===== config.mk =====
export PLATFORM = sky130hd
export DESIGN_NAME = aes_ctrl_flat
export DESIGN_NICKNAME = d
export VERILOG_FILES = /design/src/aes_pkg.sv /design/src/aes_engine_if.sv /design/src/aes_regfile.sv /design/src/aes_fsm.sv /design/src/aes_ctrl.sv /design/src/flat_wrapper.sv
export SDC_FILE = /design/constraint.sdc
export NUM_CORES = 1
export LEC_CHECK = 0
export BUFFER_PORTS_ARGS = -buffer_cell sky130_fd_sc_hd__buf_2
export CAP_MARGIN = 20
export CORE_MARGIN = 5
export CORE_UTILIZATION = 48
export DETAILED_ROUTE_END_ITERATION = 10
export PLACE_DENSITY = 0.77
export SETUP_SLACK_MARGIN = 0.15
export SYNTH_ARGS = -nofsm -noshare
export SYNTH_HDL_FRONTEND = slang
export SYNTH_SLANG_ARGS = --single-unit

===== constraint.sdc =====
create_clock -name clk_i -period 2.1 [get_ports clk_i]
set_input_delay 0.105 -clock clk_i [delete_from_list [all_inputs] [get_ports clk_i]]
set_output_delay 0.105 -clock clk_i [all_outputs]
set_load 0.02 [all_outputs]

===== src/aes_pkg.sv =====
package aes_pkg;

  // ********************
  // sizes.
  localparam int addr_width  = 4;
  localparam int data_width  = 32;
  localparam int block_width = 128;
  localparam int n_rounds    = 10;   // aes-128 only.

  // ********************
  // register map.
  // key, data and result take four words each, word 0 is the most significant.
  localparam logic [addr_width-1:0] reg_key0    = 4'd0;
  localparam logic [addr_width-1:0] reg_data0   = 4'd4;
  localparam logic [addr_width-1:0] reg_result0 = 4'd8;
  localparam logic [addr_width-1:0] reg_cmd     = 4'd12;  // bit 0 starts a run.
  localparam logic [addr_width-1:0] reg_status  = 4'd13;  // bit 0 busy, bit 1 done.

  // main fsm encoding.
  localparam logic [1:0] fsm_idle   = 2'd0;
  localparam logic [1:0] fsm_run    = 2'd1;
  localparam logic [1:0] fsm_finish = 2'd2;

  // one state word, seen as bytes or as columns.
  typedef union packed {
    logic [0:block_width/8-1][7:0]   bytes;  // byte i in aes input order.
    logic [0:block_width/32-1][31:0] cols;   // column c is bytes 4c to 4c+3.
  } aes_block_u;

  // ********************
  // forward s-box, row n covers inputs n*16 to n*16+15.
  localparam logic [0:255][7:0] sbox_table = {
    128'h637c777bf26b6fc53001672bfed7ab76,
    128'hca82c97dfa5947f0add4a2af9ca472c0,
    128'hb7fd9326363ff7cc34a5e5f171d83115,
    128'h04c723c31896059a071280e2eb27b275,
    128'h09832c1a1b6e5aa0523bd6b329e32f84,
    128'h53d100ed20fcb15b6acbbe394a4c58cf,
    128'hd0efaafb434d338545f9027f503c9fa8,
    128'h51a3408f929d38f5bcb6da2110fff3d2,
    128'hcd0c13ec5f974417c4a77e3d645d1973,
    128'h60814fdc222a908846eeb814de5e0bdb,
    128'he0323a0a4906245cc2d3ac629195e479,
    128'he7c8376d8dd54ea96c56f4ea657aae08,
    128'hba78252e1ca6b4c6e8dd741f4bbd8b8a,
    128'h703eb5664803f60e613557b986c11d9e,
    128'he1f8981169d98e949b1e87e9ce5528df,
    128'h8ca1890dbfe6426841992d0fb054bb16
  };

  function automatic logic [7:0] aes_sbox(input logic [7:0] b);
    return sbox_table[b];
  endfunction

  // multiply by x in gf(2^8), poly 0x11b.
  function automatic logic [7:0] aes_xtime(input logic [7:0] b);
    return {b[6:0], 1'b0} ^ (b[7] ? 8'h1b : 8'h00);
  endfunction

endpackage


===== src/aes_engine_if.sv =====
interface aes_engine_if;
  import aes_pkg::*;

  // request side.
  logic                   start;   // one-cycle pulse.
  logic [block_width-1:0] key;     // held from start until done.
  logic [block_width-1:0] block;

  // completion side.
  logic                   done;    // one-cycle pulse.
  logic [block_width-1:0] result;  // valid while done is high.

  modport ctrl (
    output start,
    output key,
    output block,
    input  done,
    input  result
  );

  modport engine (
    input  start,
    input  key,
    input  block,
    output done,
    output result
  );

endinterface


===== src/aes_regfile.sv =====
module aes_regfile (
  input  logic                            clk_i,
  input  logic                            reset_i,
  input  logic                            periph_valid_i,
  output logic                            periph_ready_o,
  input  logic                            periph_we_i,
  input  logic [aes_pkg::addr_width-1:0]  periph_addr_i,
  input  logic [aes_pkg::data_width-1:0]  periph_wdata_i,
  output logic                            periph_rvalid_o,
  output logic [aes_pkg::data_width-1:0]  periph_rdata_o,
  input  logic                            busy_i,
  input  logic                            done_evt_i,
  input  logic [aes_pkg::block_width-1:0] result_i,
  output logic                            start_req_o,
  output logic [aes_pkg::block_width-1:0] key_o,
  output logic [aes_pkg::block_width-1:0] block_o,
  output logic                            evt_o
);
  import aes_pkg::*;

  logic [0:3][data_width-1:0] key_q;
  logic [0:3][data_width-1:0] data_q;
  logic [0:3][data_width-1:0] result_q;
  logic                       done_sticky_q;
  logic [addr_width-3:0]      grp;
  logic [1:0]                 word;
  logic                       is_key, is_data, is_result, is_cmd, is_status;
  logic                       hold, accept, wr, rd;

  // ********************
  // address decode.
  assign grp       = periph_addr_i[addr_width-1:2];
  assign word      = periph_addr_i[1:0];
  assign is_key    = (grp == reg_key0[addr_width-1:2]);
  assign is_data   = (grp == reg_data0[addr_width-1:2]);
  assign is_result = (grp == reg_result0[addr_width-1:2]);
  assign is_cmd    = (periph_addr_i == reg_cmd);
  assign is_status = (periph_addr_i == reg_status);

  // writes that touch engine inputs wait for the run to finish.
  assign hold = periph_we_i & (is_key | is_data | is_cmd) & (busy_i | start_req_o);

  assign periph_ready_o = ~hold;
  assign accept         = periph_valid_i & periph_ready_o;
  assign wr             = accept & periph_we_i;
  assign rd             = accept & ~periph_we_i;

  assign key_o   = key_q;
  assign block_o = data_q;

  // ********************
  always_ff @(posedge clk_i) begin
    if (reset_i) begin
      key_q           <= '0;
      data_q          <= '0;
      result_q        <= '0;
      done_sticky_q   <= 1'b0;
      start_req_o     <= 1'b0;
      evt_o           <= 1'b0;
      periph_rvalid_o <= 1'b0;
    end else begin
      start_req_o     <= 1'b0;
      evt_o           <= done_evt_i;  // event leaves with the result capture.
      periph_rvalid_o <= rd;
      if (wr) begin
        if (is_key) begin
          key_q[word] <= periph_wdata_i;
        end else if (is_data) begin
          data_q[word] <= periph_wdata_i;
        end else if (is_cmd && periph_wdata_i[0]) begin
          start_req_o   <= 1'b1;
          done_sticky_q <= 1'b0;
        end
      end
      if (done_evt_i) begin
        result_q      <= result_i;
        done_sticky_q <= 1'b1;
      end
    end
  end

  // read data, one cycle after the accepting edge.
  always_ff @(posedge clk_i) begin
    if (rd) begin
      if (is_key)         periph_rdata_o <= key_q[word];
      else if (is_data)   periph_rdata_o <= data_q[word];
      else if (is_result) periph_rdata_o <= result_q[word];
      else if (is_status) periph_rdata_o <= {{(data_width-2){1'b0}}, done_sticky_q, busy_i};
      else                periph_rdata_o <= '0;  // command reads as zero.
    end
  end

endmodule


===== src/aes_fsm.sv =====
module aes_fsm (
  input  logic clk_i,
  input  logic reset_i,
  input  logic start_req_i,
  input  logic engine_done_i,
  output logic engine_start_o,
  output logic busy_o,
  output logic done_evt_o
);
  import aes_pkg::*;

  logic [1:0] state_q;
  logic [1:0] state_d;

  // ********************
  // next state.
  always_comb begin
    state_d = state_q;
    case (state_q)
      fsm_idle: begin
        if (start_req_i) begin
          state_d = fsm_run;
        end
      end
      fsm_run: begin
        if (engine_done_i) begin
          state_d = fsm_finish;
        end
      end
      // one settling cycle, then back to idle.
      default: begin
        state_d = fsm_idle;
      end
    endcase
  end

  always_ff @(posedge clk_i) begin
    if (reset_i) begin
      state_q        <= fsm_idle;
      engine_start_o <= 1'b0;
    end else begin
      state_q        <= state_d;
      engine_start_o <= (state_q == fsm_idle) & start_req_i;  // single pulse.
    end
  end

  // busy covers the whole engine run.
  assign busy_o = (state_q == fsm_run);

  // done event lines up with the engine done cycle.
  assign done_evt_o = (state_q == fsm_run) & engine_done_i;

endmodule


===== src/aes_ctrl.sv =====
module aes_ctrl (
  input  logic                           clk_i,
  input  logic                           reset_i,
  input  logic                           periph_valid_i,
  output logic                           periph_ready_o,
  input  logic                           periph_we_i,
  input  logic [aes_pkg::addr_width-1:0] periph_addr_i,
  input  logic [aes_pkg::data_width-1:0] periph_wdata_i,
  output logic                           periph_rvalid_o,
  output logic [aes_pkg::data_width-1:0] periph_rdata_o,
  output logic                           evt_o,
  aes_engine_if.ctrl                     engine
);

  logic start_req;
  logic busy;
  logic done_evt;

  // ********************
  // peripheral slave and register file, also the event source.
  aes_regfile i_regfile (
    .clk_i           ( clk_i           ),
    .reset_i         ( reset_i         ),
    .periph_valid_i  ( periph_valid_i  ),
    .periph_ready_o  ( periph_ready_o  ),
    .periph_we_i     ( periph_we_i     ),
    .periph_addr_i   ( periph_addr_i   ),
    .periph_wdata_i  ( periph_wdata_i  ),
    .periph_rvalid_o ( periph_rvalid_o ),
    .periph_rdata_o  ( periph_rdata_o  ),
    .busy_i          ( busy            ),
    .done_evt_i      ( done_evt        ),
    .result_i        ( engine.result   ),
    .start_req_o     ( start_req       ),
    .key_o           ( engine.key      ),
    .block_o         ( engine.block    ),
    .evt_o           ( evt_o           )
  );

  // main fsm.
  aes_fsm i_fsm (
    .clk_i          ( clk_i        ),
    .reset_i        ( reset_i      ),
    .start_req_i    ( start_req    ),
    .engine_done_i  ( engine.done  ),
    .engine_start_o ( engine.start ),
    .busy_o         ( busy         ),
    .done_evt_o     ( done_evt     )
  );

endmodule


===== src/flat_wrapper.sv =====
// flat-port wrapper written by rule: the top's interface ports become plain ports
module aes_ctrl_flat 
  (clk_i, reset_i, periph_valid_i, periph_ready_o, periph_we_i, periph_addr_i, periph_wdata_i, periph_rvalid_o, periph_rdata_o, evt_o, engine_start, engine_key, engine_block, engine_done, engine_result);
  aes_engine_if engine_i ();
  input  logic clk_i;
  input  logic reset_i;
  input  logic periph_valid_i;
  output logic periph_ready_o;
  input  logic periph_we_i;
  input  logic [aes_pkg::addr_width-1:0] periph_addr_i;
  input  logic [aes_pkg::data_width-1:0] periph_wdata_i;
  output logic periph_rvalid_o;
  output logic [aes_pkg::data_width-1:0] periph_rdata_o;
  output logic evt_o;
  output wire logic [$bits(engine_i.start)-1:0] engine_start;
  output wire logic [$bits(engine_i.key)-1:0] engine_key;
  output wire logic [$bits(engine_i.block)-1:0] engine_block;
  input wire logic [$bits(engine_i.done)-1:0] engine_done;
  input wire logic [$bits(engine_i.result)-1:0] engine_result;
  assign engine_start = engine_i.start;
  assign engine_key = engine_i.key;
  assign engine_block = engine_i.block;
  assign engine_i.done = engine_done;
  assign engine_i.result = engine_result;
  aes_ctrl u_core (.clk_i(clk_i), .reset_i(reset_i), .periph_valid_i(periph_valid_i), .periph_ready_o(periph_ready_o), .periph_we_i(periph_we_i), .periph_addr_i(periph_addr_i), .periph_wdata_i(periph_wdata_i), .periph_rvalid_o(periph_rvalid_o), .periph_rdata_o(periph_rdata_o), .evt_o(evt_o), .engine(engine_i));
endmodule

==> results of run 1 <==
-- routing by layer --
metal / up-vias / routed length (um) / global-route usage, %
met5: - / 7 / 0
met4: 2 / 3260 / 14.6
met3: 198 / 7980 / 8.76
met2: 1216 / 30900 / 50.2
met1: 8429 / 26000 / 42.8
li1: 7851 / - / -
-- logic make-up (layout without fill, tap and decap cells) --
logic type | count (synthesis) | in the layout | share of synthesized area (%)
other | 0 | 3 | 0
buffers and inverters | 198 | 773 | 5.17
AO/OA/AOI/OAI | 425 | 425 | 12.7
multiplexers | 98 | 98 | 12.3
flip-flops | 423 | 423 | 50.2
AND/OR/NAND/NOR | 872 | 872 | 19.6
-- final cells by class --
class                      count  area [um2]
multi-input combinational   1395        7930
sequential                   423        8790
clock buffer                  71        1400
antenna                        3        7.51
timing repair buffer         689        4750
inverter                       1        3.75
fill                        2741       12800
tap                          468         586
clock inverter                12        71.3
-- synth_stat cells (2+ instances only) --
cell type,number
clkbuf_1,98
or3_1,2
nand2_1,829
nor2b_1,7
or4_1,8
dfxtp_1,391
and2_1,2
buf_2,91
nand3_1,2
edfxtp_1,32
nand2b_1,2
nor4_2,8
o21ai_0,2
nor2_1,5
nor3_1,2
nand3b_1,2
a21oi_1,386
buf_6,6
mux2i_1,4
mux4_2,94
a22oi_1,30
-- flip-flops by register name (all words and copies together) (netlist names) --
signal,count
u_core.i_regfile.done_sticky_q,1
u_core.i_regfile.result_q,128
u_core.i_regfile.start_req_o,1
u_core.i_regfile.key_o,128
u_core.i_regfile.evt_o,1
u_core.i_regfile.block_o,128
u_core.i_regfile.periph_rvalid_o,1
u_core.i_regfile.periph_rdata_o,32
u_core.i_fsm.state_q,2
u_core.i_fsm.engine_start_o,1
-- report_power, final --
part	total (mW)	internal (mW)	switching (mW)
clock	7.84	4.58	3.26
combinational	1.28	0.556	0.724
sequential	8.22	8.18	0.0389
-- cells in the final DEF, fill, tap and decap left out, drive strengths merged, types with 2 or more instances in the layout --
| master | n |
|---|---|
| a21oi | 386 |
| a22oi | 30 |
| and2 | 2 |
| buf | 524 |
| clkbuf | 71 |
| clkinv | 10 |
| dfxtp | 391 |
| diode | 3 |
| dlygate4sd3 | 165 |
| edfxtp | 32 |
| inv | 3 |
| mux2i | 4 |
| mux4 | 94 |
| nand2 | 829 |
| nand2b | 2 |
| nand3 | 2 |
| nand3b | 2 |
| nor2 | 5 |
| nor2b | 7 |
| nor3 | 2 |
| nor4 | 8 |
| o21ai | 2 |
| or3 | 2 |
| or3b | 2 |
| or4 | 8 |
-- worst max-delay path: cells and delay by family --
family | cells | cell delay [ns]
simple gates | 3 | 1.11
buf+inv | 3 | 1.01
compound gates | 1 | 0.07
-- path summary, 6_finish.rpt --
| check | from | endpoint | slack [ns] | cells past startpoint |
|---|---|---|---|---|
| worst max-delay path | periph_we_i | u_core.i_regfile.key_o[79] | 0.21 | 7 |
| worst min-delay path | periph_addr_i[3] | u_core.i_regfile.start_req_o | 0.09 | 4 |
| worst max register to register | u_core.i_fsm.state_q[1] | u_core.i_regfile.key_o[79] | 0.29 | 6 |
| worst min register to register | u_core.i_regfile.result_q[51] | u_core.i_regfile.result_q[51] | 0.45 | 2 |
-- through the flow --
| stage | power (mW) | instance area [um2] | utilization [%] |
|---|---|---|---|
| finish | 17.3 | 23500 | 64.8 |
| global route | 17.8 | 23500 | 64.8 |
| CTS | 17.4 | 23500 | 64.5 |
| detailed placement | 9.39 | 20300 | 56.0 |
| global placement | 9.38 | 20300 | 56.0 |
| floorplan | 8.93 | 17500 | - |
-- timing repair --
item | 4_1_cts | 5_1_grt
hold buffers | 165 | 0
hold endpoints to repair | 395 | 0
gates resized for setup | 0 | 7
setup endpoints to repair | 0 | 89
buffers inserted | 0 | 6
==> summary.txt, run 1 <==
Status
  • Outcome: complete, no violations

Route
  • Via Count: 17700
  • Vias per cell: 5.78
  • DR iter-0 viols: 1822
  • Final WL: 68.2 mm
  • Post-route ant nets: 0
  • Drt pass-1 iters: 6
  • Drt wl/cell: 22.3 um
  • DRC viols: 0

Timing
  • Period Utilization, post-route: 90.0%
  • Unrepaired setup endpoints after global routing: false
  • Clock skew: 0.0275 ns
  • Slew margin rel.: 35.6%
  • Total negative slack: 0 ns
  • Setup-failing EPs final: 0
  • Max Slew Vio Count: 0
  • Worst slew pin tran: 0.964 ns
  • WHS: 0.0922 ns
  • Fmax: 529 MHz
  • Final Hold Fails: 0
  • Tmin final: 1.89 ns
  • Final setup margin: 0.210 ns

Placed design
  • PortBufs: 460
  • Placed cells: 2805
  • Routability cong.: 0.921
  • Pre-CTS WS: 0.222 ns
  • Final HPWL DP: 44.7 mm

Critical path
  • Req. time, crit path: 2.54 ns
  • Max stage delay cell, worst path: or4_1
  • Crit end category: flop
  • Max incr delay on CP: 0.62 ns
  • CP max FO: 32
  • Crit Path Class: input pin to flop
  • Critical Path AT: 2.33 ns
  • Critical-path cell list: dlygate4sd3_1 -> buf_2 -> nand3_1 -> or4_1 -> buf_4 -> nand2_1 -> a21oi_1
  • Startpoint types: input pin

Worst hold path
  • HP Class: input pin to flop

Floorplan
  • Rows: 70
  • Ports: 461
  • Die height: 201 um
  • Core area: 0.0363 mm2
  • Die area: 0.0404 mm2
  • DIE WIDTH: 201 um
  • Initial Util: 48.2%

Synth
  • Warnings from Yosys: 0
  • Register area share after synthesis: 50.2%
  • Synth top area share: 44.7%
  • Top FF cell, synth: dfxtp_1
  • Gate Count Post-Synth: 2016
  • Flops & latches, synth: 423
  • Mapped cell area: 0.0175 mm2
  • FFs w/ async S/R, synth: 0%
  • Syn_nets: 2185
  • Syn avg cell area: 8.69 um2
  • Yosys top cell by area: dfxtp_1
  • Top post-synthesis cells by area: dfxtp_1 (45%), nand2_1 (18%), mux4_2 (12%), a21oi_1 (11%), edfxtp_1 (5.5%)
  • Number of synthesized flops with an enable pin: 32
  • Synth cell types: 34

GRT
  • Vias in the first global route: 17200
  • First-pass GRT wire length: 104 mm
  • Total gr overflow: 0
  • Total global-route track usage: 32.4%
  • Largest net degree at the start of global routing: 90
  • Initial antenna violation count: 4

CTS
  • CTS buffer count: 45
  • Max clock buf depth: 3
  • Clk pin slew, worst setup/hold paths: 0.06 ns
  • CTS Sinks: 423
  • Clock insertion delay at the later pin of the skew report: 0.57 ns
  • TritonCTS clock tree: done
  • CTS root buf: clkbuf_16
  • Htree depth: 2

Cells and area
  • Layout area overhead: 34.4%
  • Share of cells above drive strength 1: 27.3%
  • Final #Nets: 2724
  • Final Non-Filler Cells: 3062

Pwr
  • Worst vdd ir: 0.000521 V
  • Pwr dens: 736 mW/mm2
  • P_leak: 9.28 nW

Job
  • Maxcap violations: 0
Note: power is estimated with default switching activity, not from simulation.
==> run 2: changes to the inputs <==
--- a/config.mk
+++ b/config.mk
@@ -7,6 +7,7 @@
 export LEC_CHECK = 0
 export BUFFER_PORTS_ARGS = -buffer_cell sky130_fd_sc_hd__buf_2
 export CAP_MARGIN = 20
+export CORE_ASPECT_RATIO = 1.5
 export CORE_MARGIN = 5
 export CORE_UTILIZATION = 48
 export DETAILED_ROUTE_END_ITERATION = 10
==> run 2 against run 1 <==
Compared with the run above:
- via count down 1.7%
- non-clock buffer count decreased by 12
- critical path type is now flop to flop
- clock skew decreased by 0.013 ns
- critical endpoint is now u_core.i_regfile.result_q[89]
- largest cell class unchanged
==> summary.txt, run 2 (synthesized netlist as in run 1, its figures left out) <==
Timing
  • Unrepaired setup endpoints after global routing: false
  • Total negative slack: 0 ns (unchanged)
  • Max Slew Vio Count: 0 (unchanged)
  • Final setup margin: 0.250 ns (+0.0396 ns)
  • Slew margin rel.: 46.2% (+11 points)
  • Setup-failing EPs final: 0 (unchanged)
  • Worst slew pin tran: 0.805 ns (-0.159 ns)
  • Clock skew: 0.0146 ns (-0.0129 ns)
  • Fmax: 540 MHz (+2.1%)
  • Final Hold Fails: 0 (unchanged)
  • Period Utilization, post-route: 88.1% (-1.9 points)
  • Tmin final: 1.85 ns (-0.0396 ns)

Route
  • DR iter-0 viols: 2070 (+14%)
  • Final WL: 66.0 mm (-3.2%)
  • Vias per cell: 5.70 (-1.3%)
  • Drt pass-1 iters: 6 (unchanged)
  • DRC viols: 0 (unchanged)
  • Post-route ant nets: 0 (unchanged)
  • Via Count: 17400 (-1.7%)
  • Drt wl/cell: 21.6 um (-2.8%)

Floorplan
  • Die height: 244 um (+21%)
  • Core area: 0.0359 mm2 (-1.1%)
  • Die area: 0.0405 mm2 (+0.19%)
  • Ports: 461 (unchanged)
  • DIE WIDTH: 166 um (-17%)
  • Rows: 85 (+21%)
  • Initial Util: 48.7% (+0.54 points)

Placed design
  • DP Area: 0.0203 mm2 (about the same)
  • Final HPWL DP: 43.7 mm (-2.3%)
  • PortBufs: 460 (unchanged)
  • Routability cong.: 0.961 (+4.3%)
  • Pre-CTS WS: 0.170 ns (-0.0511 ns)

GRT
  • Vias in the first global route: 17100 (-0.55%)
  • Initial antenna violation count: 1 (-3)
  • Total global-route track usage: 31.2% (-1.3 points)
  • Largest net degree at the start of global routing: 95 (+5.6%)
  • Total gr overflow: 0 (unchanged)
  • First-pass GRT wire length: 101 mm (-2.8%)

Critical path
  • Req. time, crit path: 2.57 ns (+0.03 ns)
  • Crit end category: flop
  • CP max FO: 42 (+31%)
  • Critical Path AT: 2.32 ns (about the same)
  • Startpoint types: flop
  • Crit Path Class: flop to flop

CTS
  • Max clock buf depth: 3 (unchanged)
  • TritonCTS clock tree: done
  • CTS buffer count: 41 (-8.9%)
  • Htree depth: 2 (unchanged)
  • Post-CTS Setup Bufs: 0 (unchanged)
  • CTS root buf: clkbuf_16
  • CTS Sinks: 423 (unchanged)
  • Clock insertion delay at the later pin of the skew report: 0.54 ns (-0.03 ns)
  • Clk pin slew, worst setup/hold paths: 0.07 ns (about the same)

Job
  • Maxcap violations: 0 (unchanged)

Worst hold path
  • HP Class: input pin to flop

Pwr
  • Pwr dens: 734 mW/mm2 (-0.28%)
  • P_leak: 9.17 nW (-1.2%)
  • Worst vdd ir: 0.000642 V (+23%)
  • Total power: 17.1 mW (-1.1%)

Cells and area
  • Fillers: 2828 (+3.2%)
  • Layout area overhead: 33.3%
  • Area of the multi-input gates: 0.00793 mm2 (about the same)
  • Post-route cell area: 0.0233 mm2 (-0.79%)
  • Share of cells above drive strength 1: 26.8% (-0.48 points)
  • Final Core Density: 65.0% (+0.20 points)
  • Commonest non-fill, non-tap cell in the layout: nand2_1
  • Final #Nets: 2708 (-0.59%)
  • Most frequent cells in the layout: nand2_1 (828), buf_2 (457), dfxtp_1 (391), a21oi_1 (386), dlygate4sd3_1 (161)
  • Sequential Area: 0.00879 mm2 (about the same)

Status
  • Outcome: complete, no violations
run 2: cell count changes in the layout (fill, tap and decap cells not counted), sizes merged:
cell / previous run / this run
buf: 524 / 516
clkbuf: 71 / 63
clkinv: 10 / 5
bufinv: 0 / 4
dlygate4sd3: 165 / 161
diode: 3 / 1
run 2: final timing paths:
kind         slack (ns)  depth (start not counted)                            end                     startpoint
min                0.05                          2  u_core.i_regfile.result_q[95]                        reset_i
min reg2reg        0.45                          2  u_core.i_regfile.result_q[30]  u_core.i_regfile.result_q[30]
max                0.25                          5  u_core.i_regfile.result_q[89]        u_core.i_fsm.state_q[0]
max reg2reg        0.25                          5  u_core.i_regfile.result_q[89]        u_core.i_fsm.state_q[0]
run 2: metrics by stage:
| stage | hold slack [ns] | std cells |
|---|---|---|
| floorplan | 0.222 | 2016 |
| global placement | 0.348 | 2813 |
| detailed placement | 0.354 | 2813 |
| CTS | 0.0436 | 3048 |
| global route | 0.0783 | 3049 |
| finish | 0.0520 | 3049 |
run 2: worst max-delay path, stage by stage (launching register included):
cell,delay [ns]
dfxtp_1,0.37
nor2b_4,0.39
and2_4,0.41
buf_12,0.25
nand2_1,0.13
a21oi_1,0.19
run 2: routing by layer:
layer	GRT usage [%]	wire length [um]
met5	0	0
met4	15.0	3760
met3	7.51	6710
met2	50.4	31100
met1	39.4	24500
run 2: repair_timing:
item	in CTS	in global routing
hold buffers	161	0
setup endpoints to repair	4	0
gates resized for setup	1	0
hold endpoints to repair	386	0
run 2: layout make-up:
class / instances / share of cell area, %
Multi-Input combinational cell: 1395 / 34.0
Clock buffer: 63 / 5.27
Sequential cell: 423 / 37.6
Clock inverter: 11 / 0.686
Tap cell: 478 / 2.56
Timing Repair Buffer: 677 / 19.8
Inverter: 1 / 0.0161
Antenna cell: 1 / 0.0107
run 2: power by group:
part	switching, mW	internal, mW
clock	3.15	4.54
combinational	0.703	0.543
sequential	0.0395	8.18
==> run 3: changes to the inputs <==
--- a/config.mk
+++ b/config.mk
@@ -9,9 +9,9 @@
 export CAP_MARGIN = 20
 export CORE_ASPECT_RATIO = 1.5
 export CORE_MARGIN = 5
-export CORE_UTILIZATION = 48
+export CORE_UTILIZATION = 57
 export DETAILED_ROUTE_END_ITERATION = 10
-export PLACE_DENSITY = 0.77
+export PLACE_DENSITY = 0.85
 export SETUP_SLACK_MARGIN = 0.15
 export SYNTH_ARGS = -nofsm -noshare
 export SYNTH_HDL_FRONTEND = slang
==> constraint.sdc (replaced) <==
create_clock -name clk_i -period 2.2 [get_ports clk_i]
set_input_delay 0.11 -clock clk_i [delete_from_list [all_inputs] [get_ports clk_i]]
set_output_delay 0.11 -clock clk_i [all_outputs]
set_load 0.02 [all_outputs]
==> run 3 against run 2 <==
Compared with the run above:
- cell area decreased by 0.92%
- utilization grew 11 points
- cell count shrank 2.6%
- critical path depth rose by 1
- total power decreased by 4.8%
- setup slack better by 0.012 ns
- clock power decreased by 5.3%
- sequential cell count stayed put
- hold slack improved by 0.037 ns
==> summary.txt, run 3 (synthesized netlist as in run 1, its figures left out) <==
Status
  • Outcome: complete, no violations

Cells and area
  • Final #Nets: 2707 (-0.037%)
  • Layout area overhead: 32.1%
  • Share of cells above drive strength 1: 27.1% (+0.27 points)
  • Commonest non-fill, non-tap cell in the layout: nand2_1
  • Most frequent cells in the layout: nand2_1 (828), buf_2 (457), dfxtp_1 (391), a21oi_1 (386), dlygate4sd3_1 (161)

Floorplan
  • DIE WIDTH: 153 um (-7.7%)
  • Die area: 0.0344 mm2 (-15%)
  • Die height: 225 um (-7.9%)
  • Rows: 78 (-8.2%)
  • Core area: 0.0304 mm2 (-16%)
  • Initial Util: 57.7% (+9.0 points)
  • Ports: 461 (unchanged)

Timing
  • Max Slew Vio Count: 0 (unchanged)
  • Setup-failing EPs final: 0 (unchanged)
  • Total negative slack: 0 ns (unchanged)
  • WHS: 0.0894 ns (+0.0374 ns)
  • Slew margin rel.: 40.6% (-5.6 points)
  • Clock skew: 0.0208 ns (+0.00612 ns)
  • Unrepaired setup endpoints after global routing: false
  • Final setup margin: 0.262 ns (+0.0123 ns)
  • Final Hold Fails: 0 (unchanged)
  • Period Utilization, post-route: 88.1% (about the same)
  • Fmax: 516 MHz (-4.5%)
  • Tmin final: 1.94 ns (+0.0877 ns)
  • Worst slew pin tran: 0.891 ns (+0.0857 ns)

Pwr
  • Design internal power: 12.6 mW (-4.9%)
  • Net Switching: 3.72 mW (-4.5%)
  • Clock share of power: 44.6% (-0.2 points)
  • Sw frac: 22.8% (+0.072 points)
  • Total power: 16.3 mW (-4.8%)
  • P_leak: 9.13 nW (-0.44%)
  • Worst vdd ir: 0.000679 V (+5.8%)
  • Seq pwr share: 48.1% (+0.2 points)
  • Comb power frac: 7.3% (about the same)
  • Pwr dens: 705 mW/mm2 (-4.0%)

Placed design
  • Final HPWL DP: 43.8 mm (+0.13%)
  • PortBufs: 460 (unchanged)
  • Routability cong.: 0.977 (+1.6%)
  • Pre-CTS WS: 0.309 ns (+0.139 ns)

Route
  • Vias per cell: 6.02 (+5.5%)
  • Final WL: 67.0 mm (+1.4%)
  • Via Count: 17900 (+2.8%)
  • Drt pass-1 iters: 8 (+2)
  • Post-route ant nets: 0 (unchanged)
  • DR iter-0 viols: 1968 (-4.9%)
  • Drt wl/cell: 22.6 um (+4.2%)
  • DRC viols: 0 (unchanged)

CTS
  • Htree depth: 2 (unchanged)
  • Clock insertion delay at the later pin of the skew report: 0.54 ns (about the same)
  • Post-CTS Setup Bufs: 0 (unchanged)
  • TritonCTS clock tree: done
  • CTS root buf: clkbuf_16
  • CTS buffer count: 40 (-2.4%)
  • CTS Sinks: 423 (unchanged)
  • Max clock buf depth: 3 (unchanged)
  • Clk pin slew, worst setup/hold paths: 0.07 ns (about the same)

GRT
  • Largest net degree at the start of global routing: 123 (+29%)
  • Total gr overflow: 0 (unchanged)
  • Vias in the first global route: 17500 (+2.2%)
  • Initial antenna violation count: 2 (+1)
  • Total global-route track usage: 37.3% (+6.1 points)
  • First-pass GRT wire length: 102 mm (+1.1%)

Critical path
  • Crit end category: flop
  • Startpoint types: flop
  • Crit Path Class: flop to flop
  • CP max FO: 94 (+120%)
  • Critical Path AT: 2.39 ns (+0.07 ns)
  • Req. time, crit path: 2.65 ns (+0.08 ns)

Worst hold path
  • HP Class: input pin to flop

Job
  • Maxcap violations: 0 (unchanged)
==> run 3: cell count changes in the layout (fill, tap and decap cells not counted), sizes merged <==
cell	delta
clkbuf	-10
clkinvlp	+2
diode	+1
inv	-2
bufinv	+1
clkinv	+6
==> run 3: critical path, stage by stage, from the launching register on <==
cell	delay (ns)
dfxtp_1	0.37
nor2b_2	0.26
buf_4	0.28
and2_4	0.21
buf_16	0.31
nand2_1	0.15
a21oi_1	0.21
==> run 3: path summary, 6_finish.rpt <==
path                                  startpoint                        endpoint  slack (ns)  cells past startpoint
setup / recovery         u_core.i_fsm.state_q[0]  u_core.i_regfile.result_q[115]        0.26                      6
hold / removal                  periph_addr_i[3]    u_core.i_regfile.start_req_o        0.09                      4
setup reg to reg         u_core.i_fsm.state_q[0]  u_core.i_regfile.result_q[115]        0.26                      6
hold reg to reg   u_core.i_regfile.result_q[102]  u_core.i_regfile.result_q[102]        0.46                      2
==> run 3: final cells by class <==
class                   instances  area, um2
flip-flops and latches        423       8790
multi-input cells            1395       7930
fillers                      2021       7220
repair buffers                677       4530
clock buffers                  53       1150
well taps                     400        500
clock inverters                18        223
diodes                          2       5.00
inverters                       1       3.75
==> run 3: routing by layer <==
layer	up-vias	part of all wire [%]	GRT usage (%)	wire (um)
li1	7805	-	-	-
met1	8483	34	45.2	23100
met2	1295	48	61.8	32300
met3	289	11	8.62	7140
met4	0	6.6	19.9	4410
met5	-	0	0	0
==> run 3: power by group through the flow <==
stage	clock network [mW]	registers, mW	logic (mW)
final	7.28	7.84	1.19
after global routing	7.63	7.84	1.25
after CTS	7.30	7.84	1.15
after detailed placement	0	8.02	0.928
after global placement	0	8.01	0.917
after floorplan	0	8.07	0.455
==> run 3: through the flow <==
step / utilization (%) / std cells / area (um2)
after floorplan: - / 2016 / 17500
after global placement: 66.3 / 2735 / 20100
after detailed placement: 66.3 / 2735 / 20100
after CTS: 76.2 / 2967 / 23100
after global routing: 76.2 / 2969 / 23100
final: 76.2 / 2969 / 23100
==> run 3: what timing repair did <==
item                                    4_1_cts  5_1_grt
resized for setup                             0        2
hold buffers                                161        0
endpoints found under the setup margin        0        1
endpoints found under the hold margin       386        0
